==> config.mk <==
export PLATFORM = sky130hd
export DESIGN_NAME = adc_top
export DESIGN_NICKNAME = d
export VERILOG_FILES = /design/src/adc_pkg.sv /design/src/adc_capture.sv /design/src/sample_fifo.sv /design/src/apb_regs.sv /design/src/pdm_dac.sv /design/src/adc_top.sv
export SDC_FILE = /design/constraint.sdc
export NUM_CORES = 1
export LEC_CHECK = 0
export BUFFER_PORTS_ARGS = -buffer_cell sky130_fd_sc_hd__buf_4
export CORE_UTILIZATION = 55
export CTS_CLUSTER_SIZE = 14
export DETAILED_ROUTE_END_ITERATION = 8
export GPL_TIMING_DRIVEN = 0
export PLACE_DENSITY = 0.78
export SKIP_LAST_GASP = 1
export SLEW_MARGIN = 5
export SYNTH_ARGS = -nofsm -noshare
export SYNTH_HDL_FRONTEND = slang
export SYNTH_SLANG_ARGS = --single-unit
==> constraint.sdc <==
create_clock -name adc_clk_01 -period 15.23 [get_ports adc_clk_01]
set_input_delay 1.523 -clock adc_clk_01 [delete_from_list [all_inputs] [get_ports adc_clk_01]]
set_output_delay 1.523 -clock adc_clk_01 [all_outputs]
set_load 0.01 [all_outputs]
==> src/adc_pkg.sv <==
// ADC sample path shared definitions
`default_nettype none

package adc_pkg;

  //////////////////////
  // widths and depths
  //////////////////////

  localparam int ADC_DW     = 14;  // sample width
  localparam int ADC_CHN    = 4;   // channels per frame
  localparam int FIFO_DEPTH = 16;  // frames
  localparam int FIFO_AW    = 4;   // log2 of depth
  localparam int APB_AW     = 8;
  localparam int PDM_RNG    = 255; // pdm period minus one

  typedef logic        [ADC_DW-1:0]  adc_raw_t;   // unsigned, negative slope
  typedef logic signed [ADC_DW-1:0]  adc_smp_t;   // two's complement
  typedef adc_smp_t    [ADC_CHN-1:0] adc_frame_t; // ch0 in low bits
  typedef logic        [FIFO_AW:0]   fifo_lvl_t;  // 0..FIFO_DEPTH
  typedef logic        [APB_AW-1:0]  apb_addr_t;
  typedef logic        [31:0]        apb_data_t;
  typedef logic        [7:0]         pdm_cfg_t;

  //////////////////////
  // register map
  //////////////////////

  localparam apb_addr_t REG_CTRL  = 8'h00; // bit 0 acquisition enable
  localparam apb_addr_t REG_STAT  = 8'h04; // level, overflow
  localparam apb_addr_t REG_DAT01 = 8'h08; // ch1:ch0
  localparam apb_addr_t REG_DAT23 = 8'h0C; // ch3:ch2, read pops
  localparam apb_addr_t REG_PDM0  = 8'h10;
  localparam apb_addr_t REG_PDM1  = 8'h14;
  localparam apb_addr_t REG_PDM2  = 8'h18;
  localparam apb_addr_t REG_PDM3  = 8'h1C;

  localparam int STAT_OVF_BIT = 8; // w1c in REG_STAT

endpackage

`default_nettype wire

==> src/adc_capture.sv <==
// ADC capture and format conversion
`timescale 1ns/1ps
`default_nettype none

module adc_capture import adc_pkg::*; (
  input  logic                     adc_clk_01,
  input  logic                     rst_n_i,
  input  adc_raw_t [ADC_CHN-1:0]   adc_dat_i,  // raw words, all channels
  input  logic                     enable_i,   // acquisition on
  output logic                     push_o,     // frame valid toward fifo
  output adc_frame_t               frame_o
);

  //////////////////////
  // conversion
  //////////////////////

  // negative slope unsigned to two's complement
  // msb stays, the rest flips
  function automatic adc_smp_t conv(input adc_raw_t raw);
    return {raw[ADC_DW-1], ~raw[ADC_DW-2:0]};
  endfunction

  adc_frame_t conv_r;  // first stage
  logic       vld_r;   // enable seen with the first stage

  //////////////////////
  // data pipeline
  //////////////////////

  // sample data through two stages
  always_ff @(posedge adc_clk_01) begin
    for (int i = 0; i < ADC_CHN; i++) begin
      conv_r[i] <= conv(adc_dat_i[i]);  // stage 1
    end
    frame_o <= conv_r;                  // stage 2
  end

  // valid follows data through both stages
  always_ff @(posedge adc_clk_01 or negedge rst_n_i) begin
    if (!rst_n_i) begin
      vld_r  <= 1'b0;
      push_o <= 1'b0;
    end else begin
      vld_r  <= enable_i;
      push_o <= vld_r;  // lands in fifo on the next edge
    end
  end

  //////////////////////
  // checks
  //////////////////////

  // two stages of latency, so no frame right after enabling
  a_push_latency: assert property (
    @(posedge adc_clk_01) disable iff (!rst_n_i)
    $rose(enable_i) |=> !push_o
  ) else $error("push_o high too soon after enable_i rose");

endmodule

`default_nettype wire

==> src/sample_fifo.sv <==
// frame FIFO with level and overflow
`timescale 1ns/1ps
`default_nettype none

module sample_fifo import adc_pkg::*; (
  input  logic        adc_clk_01,
  input  logic        rst_n_i,
  // write side
  input  logic        push_i,
  input  adc_frame_t  frame_i,
  output logic        full_o,
  // read side
  input  logic        pop_i,
  output adc_frame_t  frame_o,    // head frame
  output logic        empty_o,
  output fifo_lvl_t   level_o,
  // overflow
  output logic        ovf_o,      // sticky
  input  logic        ovf_clr_i
);

  adc_frame_t         mem [FIFO_DEPTH];
  logic [FIFO_AW-1:0] wr_ptr;
  logic [FIFO_AW-1:0] rd_ptr;
  fifo_lvl_t          level_q;
  logic               push_ok;
  logic               pop_ok;

  assign full_o  = (level_q == fifo_lvl_t'(FIFO_DEPTH));
  assign empty_o = (level_q == '0);
  assign level_o = level_q;

  assign push_ok = push_i & ~full_o;   // dropped when full
  assign pop_ok  = pop_i  & ~empty_o;

  //////////////////////
  // storage
  //////////////////////

  always_ff @(posedge adc_clk_01) begin
    if (push_ok) begin
      mem[wr_ptr] <= frame_i;
    end
  end

  assign frame_o = mem[rd_ptr];  // visible the cycle after push

  //////////////////////
  // pointers and level
  //////////////////////

  always_ff @(posedge adc_clk_01 or negedge rst_n_i) begin
    if (!rst_n_i) begin
      wr_ptr  <= '0;
      rd_ptr  <= '0;
      level_q <= '0;
    end else begin
      if (push_ok) wr_ptr <= wr_ptr + 1'b1;  // wraps at depth
      if (pop_ok)  rd_ptr <= rd_ptr + 1'b1;
      case ({push_ok, pop_ok})
        2'b10:   level_q <= level_q + 1'b1;
        2'b01:   level_q <= level_q - 1'b1;
        default: level_q <= level_q;         // neither or both at once
      endcase
    end
  end

  // set wins over clear on overflow
  always_ff @(posedge adc_clk_01 or negedge rst_n_i) begin
    if (!rst_n_i) begin
      ovf_o <= 1'b0;
    end else if (push_i && full_o) begin
      ovf_o <= 1'b1;  // frame lost
    end else if (ovf_clr_i) begin
      ovf_o <= 1'b0;
    end
  end

  //////////////////////
  // checks
  //////////////////////

  a_level_max: assert property (
    @(posedge adc_clk_01) disable iff (!rst_n_i)
    level_o <= fifo_lvl_t'(FIFO_DEPTH)
  ) else $error("fifo level above depth");

  // register block must never pop an empty fifo
  a_no_pop_empty: assert property (
    @(posedge adc_clk_01) disable iff (!rst_n_i)
    !(pop_i && empty_o)
  ) else $error("pop while fifo empty");

endmodule

`default_nettype wire

==> src/apb_regs.sv <==
// APB register block
`timescale 1ns/1ps
`default_nettype none

module apb_regs import adc_pkg::*; (
  input  logic            adc_clk_01,
  input  logic            rst_n_i,
  // APB slave
  input  logic            psel_i,
  input  logic            penable_i,
  input  logic            pwrite_i,
  input  apb_addr_t       paddr_i,
  input  apb_data_t       pwdata_i,
  output apb_data_t       prdata_o,
  output logic            pready_o,
  output logic            pslverr_o,
  // acquisition and fifo
  output logic            enable_o,
  output logic            pop_o,      // one cycle per DAT23 read
  output logic            ovf_clr_o,
  input  adc_frame_t      frame_i,    // fifo head
  input  logic            empty_i,
  input  fifo_lvl_t       level_i,
  input  logic            ovf_i,
  // pdm duty values
  output pdm_cfg_t [3:0]  pdm_cfg_o
);

  logic           access;    // second phase of a transfer
  logic           wr_en;
  logic           err;
  apb_data_t      rdata;
  logic           enable_q;
  pdm_cfg_t [3:0] pdm_cfg_q;

  // 14 bit sample into a 16 bit half word
  function automatic logic [15:0] sext16(input adc_smp_t s);
    return {{(16-ADC_DW){s[ADC_DW-1]}}, s};
  endfunction

  assign access = psel_i & penable_i;
  assign wr_en  = access & pwrite_i;

  //////////////////////
  // read decode
  //////////////////////

  always_comb begin
    rdata = '0;
    err   = 1'b0;
    case (paddr_i)
      REG_CTRL: rdata[0] = enable_q;
      REG_STAT: begin
        rdata[FIFO_AW:0]    = level_i;
        rdata[STAT_OVF_BIT] = ovf_i;
      end
      REG_DAT01: begin
        if (!pwrite_i && empty_i) err = 1'b1;  // nothing to read
        else rdata = {sext16(frame_i[1]), sext16(frame_i[0])};
      end
      REG_DAT23: begin
        if (!pwrite_i && empty_i) err = 1'b1;
        else rdata = {sext16(frame_i[3]), sext16(frame_i[2])};
      end
      REG_PDM0, REG_PDM1, REG_PDM2, REG_PDM3: begin
        rdata[7:0] = pdm_cfg_q[paddr_i[3:2]];  // word index picks channel
      end
      default: err = 1'b1;  // unmapped
    endcase
  end

  // no wait states
  assign pready_o  = access;
  assign pslverr_o = access & err;
  assign prdata_o  = err ? '0 : rdata;  // erroring read gives 0

  // pop and clear act on the edge closing the access phase
  assign pop_o     = access & ~pwrite_i & ~err & (paddr_i == REG_DAT23);
  assign ovf_clr_o = wr_en & (paddr_i == REG_STAT) & pwdata_i[STAT_OVF_BIT];

  //////////////////////
  // write registers
  //////////////////////

  always_ff @(posedge adc_clk_01 or negedge rst_n_i) begin
    if (!rst_n_i) begin
      enable_q  <= 1'b0;
      pdm_cfg_q <= '0;
    end else if (wr_en) begin
      case (paddr_i)
        REG_CTRL: enable_q <= pwdata_i[0];
        REG_PDM0, REG_PDM1, REG_PDM2, REG_PDM3: begin
          pdm_cfg_q[paddr_i[3:2]] <= pwdata_i[7:0];
        end
        default: ;  // STAT handled by ovf_clr_o, data regs read only
      endcase
    end
  end

  assign enable_o  = enable_q;
  assign pdm_cfg_o = pdm_cfg_q;

  //////////////////////
  // checks
  //////////////////////

  // access phase always follows a selected setup phase
  a_apb_phase: assert property (
    @(posedge adc_clk_01) disable iff (!rst_n_i)
    penable_i |-> $past(psel_i)
  ) else $error("penable_i without psel_i in previous cycle");

endmodule

`default_nettype wire

==> src/pdm_dac.sv <==
// PDM analog outputs
`timescale 1ns/1ps
`default_nettype none

module pdm_dac import adc_pkg::*; (
  input  logic           adc_clk_01,
  input  logic           rst_n_i,
  input  pdm_cfg_t [3:0] cfg_i,   // ones per PDM_RNG+1 cycles
  output logic     [3:0] pdm_o
);

  //////////////////////
  // one accumulator per channel
  //////////////////////

  for (genvar c = 0; c < 4; c++) begin : g_ch
    pdm_cfg_t   acc_q;
    logic [8:0] sum;      // one extra bit for the carry
    logic       carry;

    assign sum   = {1'b0, acc_q} + {1'b0, cfg_i[c]};
    assign carry = (sum > 9'(PDM_RNG));

    always_ff @(posedge adc_clk_01 or negedge rst_n_i) begin
      if (!rst_n_i) begin
        acc_q    <= '0;
        pdm_o[c] <= 1'b0;
      end else begin
        acc_q    <= sum[7:0];  // wraps at range
        pdm_o[c] <= carry;     // exactly cfg ones per period
      end
    end
  end

endmodule

`default_nettype wire

==> src/adc_top.sv <==
// four channel ADC sample path top
`timescale 1ns/1ps
`default_nettype none

module adc_top import adc_pkg::*; (
  input  logic                    adc_clk_01,
  input  logic                    rst_n_i,
  // ADC
  input  adc_raw_t [ADC_CHN-1:0]  adc_dat_i,
  // APB slave
  input  logic                    psel_i,
  input  logic                    penable_i,
  input  logic                    pwrite_i,
  input  apb_addr_t               paddr_i,
  input  apb_data_t               pwdata_i,
  output apb_data_t               prdata_o,
  output logic                    pready_o,
  output logic                    pslverr_o,
  // PDM outputs
  output logic [3:0]              pdm_o
);

  //////////////////////
  // local signals
  //////////////////////

  logic           acq_en;     // from REG_CTRL
  logic           push;
  adc_frame_t     cap_frame;  // capture to fifo
  adc_frame_t     head_frame; // fifo to regs
  logic           pop;
  logic           empty;
  fifo_lvl_t      level;
  logic           ovf;
  logic           ovf_clr;
  pdm_cfg_t [3:0] pdm_cfg;

  //////////////////////
  // sample path
  //////////////////////

  adc_capture capture_i (
    .adc_clk_01 (adc_clk_01),
    .rst_n_i    (rst_n_i   ),
    .adc_dat_i  (adc_dat_i ),
    .enable_i   (acq_en    ),
    .push_o     (push      ),
    .frame_o    (cap_frame )
  );

  sample_fifo fifo_i (
    .adc_clk_01 (adc_clk_01),
    .rst_n_i    (rst_n_i   ),
    .push_i     (push      ),
    .frame_i    (cap_frame ),
    .full_o     (          ),  // no back-pressure toward the ADC
    .pop_i      (pop       ),
    .frame_o    (head_frame),
    .empty_o    (empty     ),
    .level_o    (level     ),
    .ovf_o      (ovf       ),
    .ovf_clr_i  (ovf_clr   )
  );

  //////////////////////
  // host side
  //////////////////////

  apb_regs regs_i (
    .adc_clk_01 (adc_clk_01),
    .rst_n_i    (rst_n_i   ),
    .psel_i     (psel_i    ),
    .penable_i  (penable_i ),
    .pwrite_i   (pwrite_i  ),
    .paddr_i    (paddr_i   ),
    .pwdata_i   (pwdata_i  ),
    .prdata_o   (prdata_o  ),
    .pready_o   (pready_o  ),
    .pslverr_o  (pslverr_o ),
    .enable_o   (acq_en    ),
    .pop_o      (pop       ),
    .ovf_clr_o  (ovf_clr   ),
    .frame_i    (head_frame),
    .empty_i    (empty     ),
    .level_i    (level     ),
    .ovf_i      (ovf       ),
    .pdm_cfg_o  (pdm_cfg   )
  );

  pdm_dac pdm_i (
    .adc_clk_01 (adc_clk_01),
    .rst_n_i    (rst_n_i   ),
    .cfg_i      (pdm_cfg   ),
    .pdm_o      (pdm_o     )
  );

endmodule

`default_nettype wire

==> results of run 1 <==
[routing by layer]
metal | track usage | up-vias | wire (um) | part of all wire
met5 | 0 | - | 71 | 0.00072
met4 | 0.0946 | 4 | 3630 | 0.037
met3 | 0.0535 | 234 | 11100 | 0.11
met2 | 0.431 | 1480 | 48100 | 0.49
met1 | 0.368 | 10700 | 35700 | 0.36
li1 | - | 8360 | - | -
[path summary, 6_finish.rpt]
path / from / to / slack (ns) / cells after the start
setup reg to reg: fifo_i.level_o[2]$_DFFE_PN0P_ / fifo_i.mem[1][29]$_DFFE_PP_ / 11.72 / 9
setup / recovery: fifo_i.rd_ptr[1]$_DFFE_PN0P_ / prdata_o[1] / 9.17 / 9
min in group asynchronous: rst_n_i / fifo_i.wr_ptr[1]$_DFFE_PN0P_ / 1.05 / 1
hold / removal: capture_i.conv_r[52]$_DFF_P_ / capture_i.frame_o[52]$_DFF_P_ / 0.32 / 0
max in group asynchronous: rst_n_i / regs_i.pdm_cfg_o[17]$_DFFE_PN0P_ / 13.45 / 1
hold reg to reg: capture_i.conv_r[52]$_DFF_P_ / capture_i.frame_o[52]$_DFF_P_ / 0.32 / 0
[state kept, by name (all words and copies together) (netlist names)]
| name | count |
|---|---|
| capture_i.conv_r | 56 |
| fifo_i.wr_ptr | 4 |
| capture_i.push_o | 1 |
| fifo_i.level_o | 5 |
| fifo_i.rd_ptr | 4 |
| regs_i.enable_o | 1 |
| pdm_i.g_ch.acc_q | 32 |
| fifo_i.ovf_o | 1 |
| pdm_i.pdm_o | 4 |
| regs_i.pdm_cfg_o | 32 |
| fifo_i.mem | 896 |
| capture_i.frame_o | 56 |
| capture_i.vld_r | 1 |
[Yosys cell counts, types with 12 or more instances]
| cell type | number | area [um^2] |
|---|---|---|
| edfxtp_1 | 896 | 26900 |
| mux4_2 | 272 | 6130 |
| dfxtp_1 | 112 | 2240 |
| inv_1 | 99 | 372 |
| dfrtp_1 | 85 | 2130 |
| nand2_1 | 50 | 188 |
| ha_1 | 41 | 513 |
| mux2_2 | 39 | 439 |
| nor2_1 | 38 | 143 |
| o21ai_0 | 37 | 185 |
| clkbuf_1 | 33 | 124 |
| buf_2 | 30 | 150 |
| xnor2_1 | 29 | 254 |
| a21oi_1 | 26 | 130 |
| mux2i_1 | 16 | 160 |
| nor3_1 | 16 | 80.1 |
| a211oi_1 | 13 | 97.6 |
| buf_1 | 12 | 45.0 |
[final cells by class]
| cell class | instances | share of cell area |
|---|---|---|
| sequential | 1093 | 0.654 |
| multi-input combinational | 664 | 0.192 |
| inverter | 99 | 0.00777 |
| clock buffer | 156 | 0.0630 |
| clock inverter | 40 | 0.0106 |
| buffer | 83 | 0.00788 |
| tap | 959 | 0.0251 |
| antenna | 1 | 0.0000523 |
| timing repair buffer | 177 | 0.0390 |
[worst reg2reg max path: stages, from the launching register on]
cell	delay, ns
dfrtp_1	0.44
nor4_1	0.11
a21boi_1	0.68
nand2_1	0.45
nor3_2	0.61
buf_6	0.25
buf_4	0.21
buf_6	0.17
buf_6	0.17
buf_6	0.16
[power breakdown]
group / switching (uW) / leakage [uW] / total [uW] / internal (uW)
sequential: 56.6 / 0.0101 / 3350 / 3290
combinational: 119 / 0.00449 / 235 / 116
clock: 1120 / 0.00171 / 2630 / 1510
total: 1290 / 0.0163 / 6220 / 4920
[through the flow]
stage / hold WS [ns] / utilization
after CTS: 0.327 / 0.651
final: 0.325 / 0.651
after global placement: 0.311 / 0.588
after floorplan: 0.310 / -
after global routing: 0.330 / 0.651
after detailed placement: 0.312 / 0.603
[cell families (layout without fill, tap and decap cells)]
logic type               after synthesis  after routing  share of synthesized area
other                                  0              1                          0
multiplexers                         327            327                      0.164
flip-flops                          1093           1093                      0.761
AO/OA/AOI/OAI                        107            107                     0.0159
adder cells (fa/ha/maj)               46             46                     0.0149
buffers and inverters                182            555                     0.0182
XOR/XNOR                              35             35                    0.00746
AND/OR/NAND/NOR                      149            149                     0.0192
==> results.sh, run 1 <==
export IMPL_power_total_uw=6220
export IMPL_final_layout_size_suffix_gt1_frac=0.305
export IMPL_post_cts_buffers=0
export IMPL_ios=139
export IMPL_synth_avg_cell_area_um2=21.2
export IMPL_grt_max_degree=86
export IMPL_fmax_mhz=165
export IMPL_yosys_warnings=0
export IMPL_dp_slack_ns=9.36
export IMPL_final_cell_mix="896 x edfxtp_1, 272 x mux4_2, 131 x buf_4"
export IMPL_area_growth_pct=16.3
export IMPL_cts_tree="yes"
export IMPL_tightest_slew_ns=1.27
export IMPL_tns_ns=0
export IMPL_finalNetCount=2369
export IMPL_cts_sinks=1093
export IMPL_htree_levels=3
export IMPL_root_buffer="clkbuf_16"
export IMPL_fin_crit_ns=6.06
export IMPL_globalRouteTotalUtil=0.267
export IMPL_ys_async_sr_fraction=0.0778
export IMPL_setup_slack_ns=9.17
export IMPL_vias_per_cell=6.35
export IMPL_stdcell_area_um2=47800
export IMPL_seq_area_frac_synth=0.761
export IMPL_fp_dieW_um=275
export IMPL_status="finished, final reports clean"
export IMPL_gp_congestion=0.816
export IMPL_slowest_stage="clkbuf_1"
export IMPL_path_class="flip-flop to output port"
export IMPL_max_stage_delay_ns=0.82
export IMPL_ys_flop_type="edfxtp_1"
export IMPL_dpl_cell_area_um2=44300
export IMPL_hold_path_class="flip-flop to flip-flop"
export IMPL_maxCapViolations=0
export IMPL_multi_input_area_um2=9200
export IMPL_fin_cells=3272
export IMPL_ys_types=51
export IMPL_synth_edf_count=896
export IMPL_ctsHoldBuffers=0
export IMPL_routed_wl_um=98600
export IMPL_cts_buffers=104
export IMPL_core_area_um2=73500
export IMPL_drc=0
export IMPL_io_buffers=114
export IMPL_pwr_density_cell_nw_per_um2=130
export IMPL_fp_row_count=99
export IMPL_fillers=4529
export IMPL_path_buf_inv=4
export IMPL_rsz0062_at_grt="false"
export IMPL_syn_nets=2086
export IMPL_setup_viol=0
export IMPL_critical_path_required_ns=13.71
export IMPL_grt_pass1_vias=21300
export IMPL_clk_latency_ns=0.69
export IMPL_grt_pass1_wl_um=143000
export IMPL_final_common_cell="edfxtp_1"
export IMPL_overflow=0
export IMPL_ant_nets=0
export IMPL_period_share=0.398
export IMPL_regArea_um2=31300
export IMPL_dp_cells=3075
export IMPL_clk_pin_slew_ns=0.07
export IMPL_worstPathCellList="buf_2 > clkbuf_1 > clkbuf_1 > mux4_2 > a211oi_1 > a211oi_1 > nor3_1 > nor2_1 > buf_4"
export IMPL_critical_path_max_fanout=10
export IMPL_crit_family="buffers and inverters"
export IMPL_clockBufferDepth=3
export IMPL_via_count=20800
export IMPL_leakage_uw=0.0163
export IMPL_drv_slew=0
export IMPL_first_pass_iters=5
export IMPL_ys_ff_latch=1093
export IMPL_finClkSkew_ns=0.0616
export IMPL_final_hold_violation_count=0
export IMPL_wire_per_inst_um=30.1
export IMPL_dieArea_um2=75800
export IMPL_endpoint_kind="output port"
export IMPL_worstPathArrival_ns=4.54
export IMPL_die_h_um=275
export IMPL_crit_path_start_kind="flip-flop"
export IMPL_initial_core_util=0.560
export IMPL_ctsResizeCount=0
export IMPL_max_slew_margin_rel=0.156
export IMPL_syn_cell_area_um2=41100
export IMPL_antenna_found_initial=3
export IMPL_vdd_drop_max_mv=0.110
export IMPL_dp_hpwl_um=61100
export IMPL_drt_iter0_markers=2840
export IMPL_syn_inst=1939
(Power assumes the default switching activity.)
==> run 2: changes to the inputs <==
--- a/config.mk
+++ b/config.mk
@@ -5,12 +5,13 @@
 export SDC_FILE = /design/constraint.sdc
 export NUM_CORES = 1
 export LEC_CHECK = 0
+export ABC_AREA = 1
 export BUFFER_PORTS_ARGS = -buffer_cell sky130_fd_sc_hd__buf_4
 export CORE_UTILIZATION = 55
 export CTS_CLUSTER_SIZE = 14
 export DETAILED_ROUTE_END_ITERATION = 8
 export GPL_TIMING_DRIVEN = 0
-export PLACE_DENSITY = 0.78
+export PLACE_DENSITY = 0.81
 export SKIP_LAST_GASP = 1
 export SLEW_MARGIN = 5
 export SYNTH_ARGS = -nofsm -noshare
==> constraint.sdc (replaced) <==
create_clock -name adc_clk_01 -period 5.4 [get_ports adc_clk_01]
set_input_delay 0.54 -clock adc_clk_01 [delete_from_list [all_inputs] [get_ports adc_clk_01]]
set_output_delay 0.54 -clock adc_clk_01 [all_outputs]
set_load 0.01 [all_outputs]
==> run 2 against run 1 <==
Combinational power grew to 3.4 times the previous value; via count is 54% higher; non-clock buffer count is 142 higher; utilization is 0.13 points higher; clock skew is 0.027 ns lower; global-route usage is 4.3 points higher; register-to-register slack worse by 9.4 ns; first-iteration DRC count is 67% higher; clock-buffer cell count is 3 lower; largest cell class unchanged.
==> results.sh, run 2 <==
export IMPL_grt_max_degree=86
export IMPL_io_buffers=115
export IMPL_synth_avg_cell_area_um2=11.3
export IMPL_drt_iter0_markers=4752
export IMPL_fp_dieW_um=286
export IMPL_worstPathCellList="clkbuf_1 > buf_2 > nand2_1 > nand3_1 > nand3_1 > nand2_1 > nand2_1 > nand2_1 > nand2_1 > nand2_1 > buf_4"
export IMPL_ctsResizeCount=0
export IMPL_synth_edf_count=896
export IMPL_setup_slack_ns=0.901
export IMPL_max_slew_margin_rel=0.211
export IMPL_hold_path_class="input port to flip-flop"
export IMPL_dieArea_um2=81900
export IMPL_reg_largest_list="fifo_i.mem (896), capture_i.conv_r (56), capture_i.frame_o (56)"
export IMPL_seq_area_frac_synth=0.704
export IMPL_die_h_um=286
export IMPL_status="finished, final reports clean"
export IMPL_clk_pin_slew_ns=0.07
export IMPL_yosysMostFrequentCell="edfxtp_1"
export IMPL_overflow=0
export IMPL_rsz0062_at_grt="false"
export IMPL_cts_sinks=1093
export IMPL_wire_per_inst_um=23.9
export IMPL_ios=139
export IMPL_stdcell_area_um2=51800
export IMPL_clockBufferDepth=3
export IMPL_synth_area_leaders="edfxtp_1 61%, nand2_1 7.5%, dfxtp_1 5.0%"
export IMPL_post_cts_buffers=0
export IMPL_endpoint_kind="output port"
export IMPL_gp_congestion=0.946
export IMPL_area_growth_pct=16.6
export IMPL_pwr_density_cell_nw_per_um2=347
export IMPL_setup_viol=0
export IMPL_largest_register="fifo_i.mem"
export IMPL_period_share=0.833
export IMPL_fp_row_count=103
export IMPL_tightest_slew_ns=1.18
export IMPL_yosysTopAreaCellShare=0.606
export IMPL_grt_pass1_wl_um=188000
export IMPL_ys_types=37
export IMPL_synth_top_cell_by_area="edfxtp_1"
export IMPL_drv_slew=0
export IMPL_fmax_mhz=222
export IMPL_vdd_drop_max_mv=0.268
export IMPL_fin_crit_ns=4.50
export IMPL_core_area_um2=79400
export IMPL_worst_path_most_repeated_cell="nand2_1"
export IMPL_critical_path_max_fanout=10
export IMPL_leakage_uw=0.0208
export IMPL_syn_nets=4072
export IMPL_max_stage_delay_ns=0.91
export IMPL_drc=0
export IMPL_ys_flop_type="edfxtp_1"
export IMPL_ctsHoldBuffers=46
export IMPL_ys_async_sr_fraction=0.0778
export IMPL_htree_levels=3
export IMPL_ant_nets=0
export IMPL_crit_path_start_kind="flip-flop"
export IMPL_first_pass_iters=6
export IMPL_maxCapViolations=0
export IMPL_final_hold_violation_count=0
export IMPL_dpl_cell_area_um2=47600
export IMPL_syn_inst=3925
export IMPL_antenna_found_initial=3
export IMPL_final_layout_size_suffix_gt1_frac=0.120
export IMPL_syn_cell_area_um2=44400
export IMPL_grt_pass1_vias=31200
export IMPL_via_count=32000
export IMPL_initial_core_util=0.559
export IMPL_finClkSkew_ns=0.0342
export IMPL_synth_common_cells="896 x edfxtp_1, 891 x nand2_1, 411 x nor2_1, 390 x inv_1, 369 x nand3_1"
export IMPL_clk_latency_ns=0.70
export IMPL_final_cell_mix="896 x edfxtp_1, 891 x nand2_1, 395 x nor2_1"
export IMPL_cts_tree="yes"
export IMPL_globalRouteTotalUtil=0.310
export IMPL_cts_buffers=107
export IMPL_routed_wl_um=128000
export IMPL_largest_register_ffs=896
export IMPL_dp_hpwl_um=85300
export IMPL_final_common_cell="edfxtp_1"
export IMPL_critical_path_required_ns=4.86
export IMPL_worstPathArrival_ns=3.96
export IMPL_ys_ff_latch=1093
export IMPL_dp_slack_ns=1.85
export IMPL_finalNetCount=4382
export IMPL_vias_per_cell=5.95
export IMPL_yosys_warnings=0
export IMPL_path_class="flip-flop to output port"
export IMPL_root_buffer="clkbuf_16"
export IMPL_slowest_stage="clkbuf_1"
-- run 2: critical path: cells and delay by family (launching register included) --
family        cells  cell delay [ns]
buf+inv           3             1.58
simple gates      8             1.21
flops             1             0.45
-- run 2: kinds of logic (layout without fill, tap and decap cells) --
group           after synthesis  in the layout  share of synthesized area
buf+inv                     597           1001                     0.0610
other cells                   0              1                          0
simple gates               1728           1728                      0.160
flops                      1093           1093                      0.704
xor+xnor                     30             30                    0.00592
fa+ha+maj                    46             46                     0.0138
compound gates              431            431                     0.0549
-- run 2: layout make-up --
type	instances	area [um^2]
flip-flops and latches	1093	31300
fillers	5463	27600
multi-input cells	2235	10500
clock buffers	153	3220
repair buffers	201	2270
inverters	396	1490
well taps	1050	1310
plain buffers	201	1220
clock inverters	50	439
diodes	1	2.50
-- run 2: final timing paths --
| check | start | end | slack [ns] | depth (start not counted) |
|---|---|---|---|---|
| max | fifo_i.rd_ptr[1]$_DFFE_PN0P_ | prdata_o[3] | 0.90 | 11 |
| min | adc_dat_i[17] | capture_i.conv_r[17]$_DFF_P_ | 0.01 | 2 |
| max reg2reg | fifo_i.level_o[0]$_DFFE_PN0P_ | fifo_i.level_o[4]$_DFFE_PN0P_ | 2.34 | 14 |
| min reg2reg | capture_i.conv_r[43]$_DFF_P_ | capture_i.frame_o[43]$_DFF_P_ | 0.32 | 0 |
| max in group asynchronous | rst_n_i | pdm_i.pdm_o[1]$_DFF_PN0_ | 4.63 | 1 |
| min in group asynchronous | rst_n_i | pdm_i.g_ch[2].acc_q[3]$_DFF_PN0_ | 0.06 | 1 |
-- run 2: routing by layer --
layer	vias to the layer above	part of all wire	track usage
met5	-	0.00010	0
met4	2	0.066	0.189
met3	554	0.14	0.0657
met2	2514	0.45	0.484
met1	15100	0.34	0.401
li1	13900	-	-
-- run 2: metrics by stage --
step	setup TNS [ns]	utilization	std cells	hold WS (ns)	power [uW]
floorplan	0	-	3925	0.244	10000
CTS	0	0.652	5379	0.00103	17900
global placement	-871.51	0.587	5090	0.312	10300
detailed placement	0	0.600	5130	0.312	10400
finish	0	0.652	5380	0.0110	17900
global route	0	0.652	5379	0.0131	18300
-- run 2: power breakdown --
| group | switching, uW | internal [uW] |
|---|---|---|
| Sequential | 182 | 9280 |
| Combinational | 497 | 300 |
| Clock | 3250 | 4440 |
| Total | 3930 | 14000 |
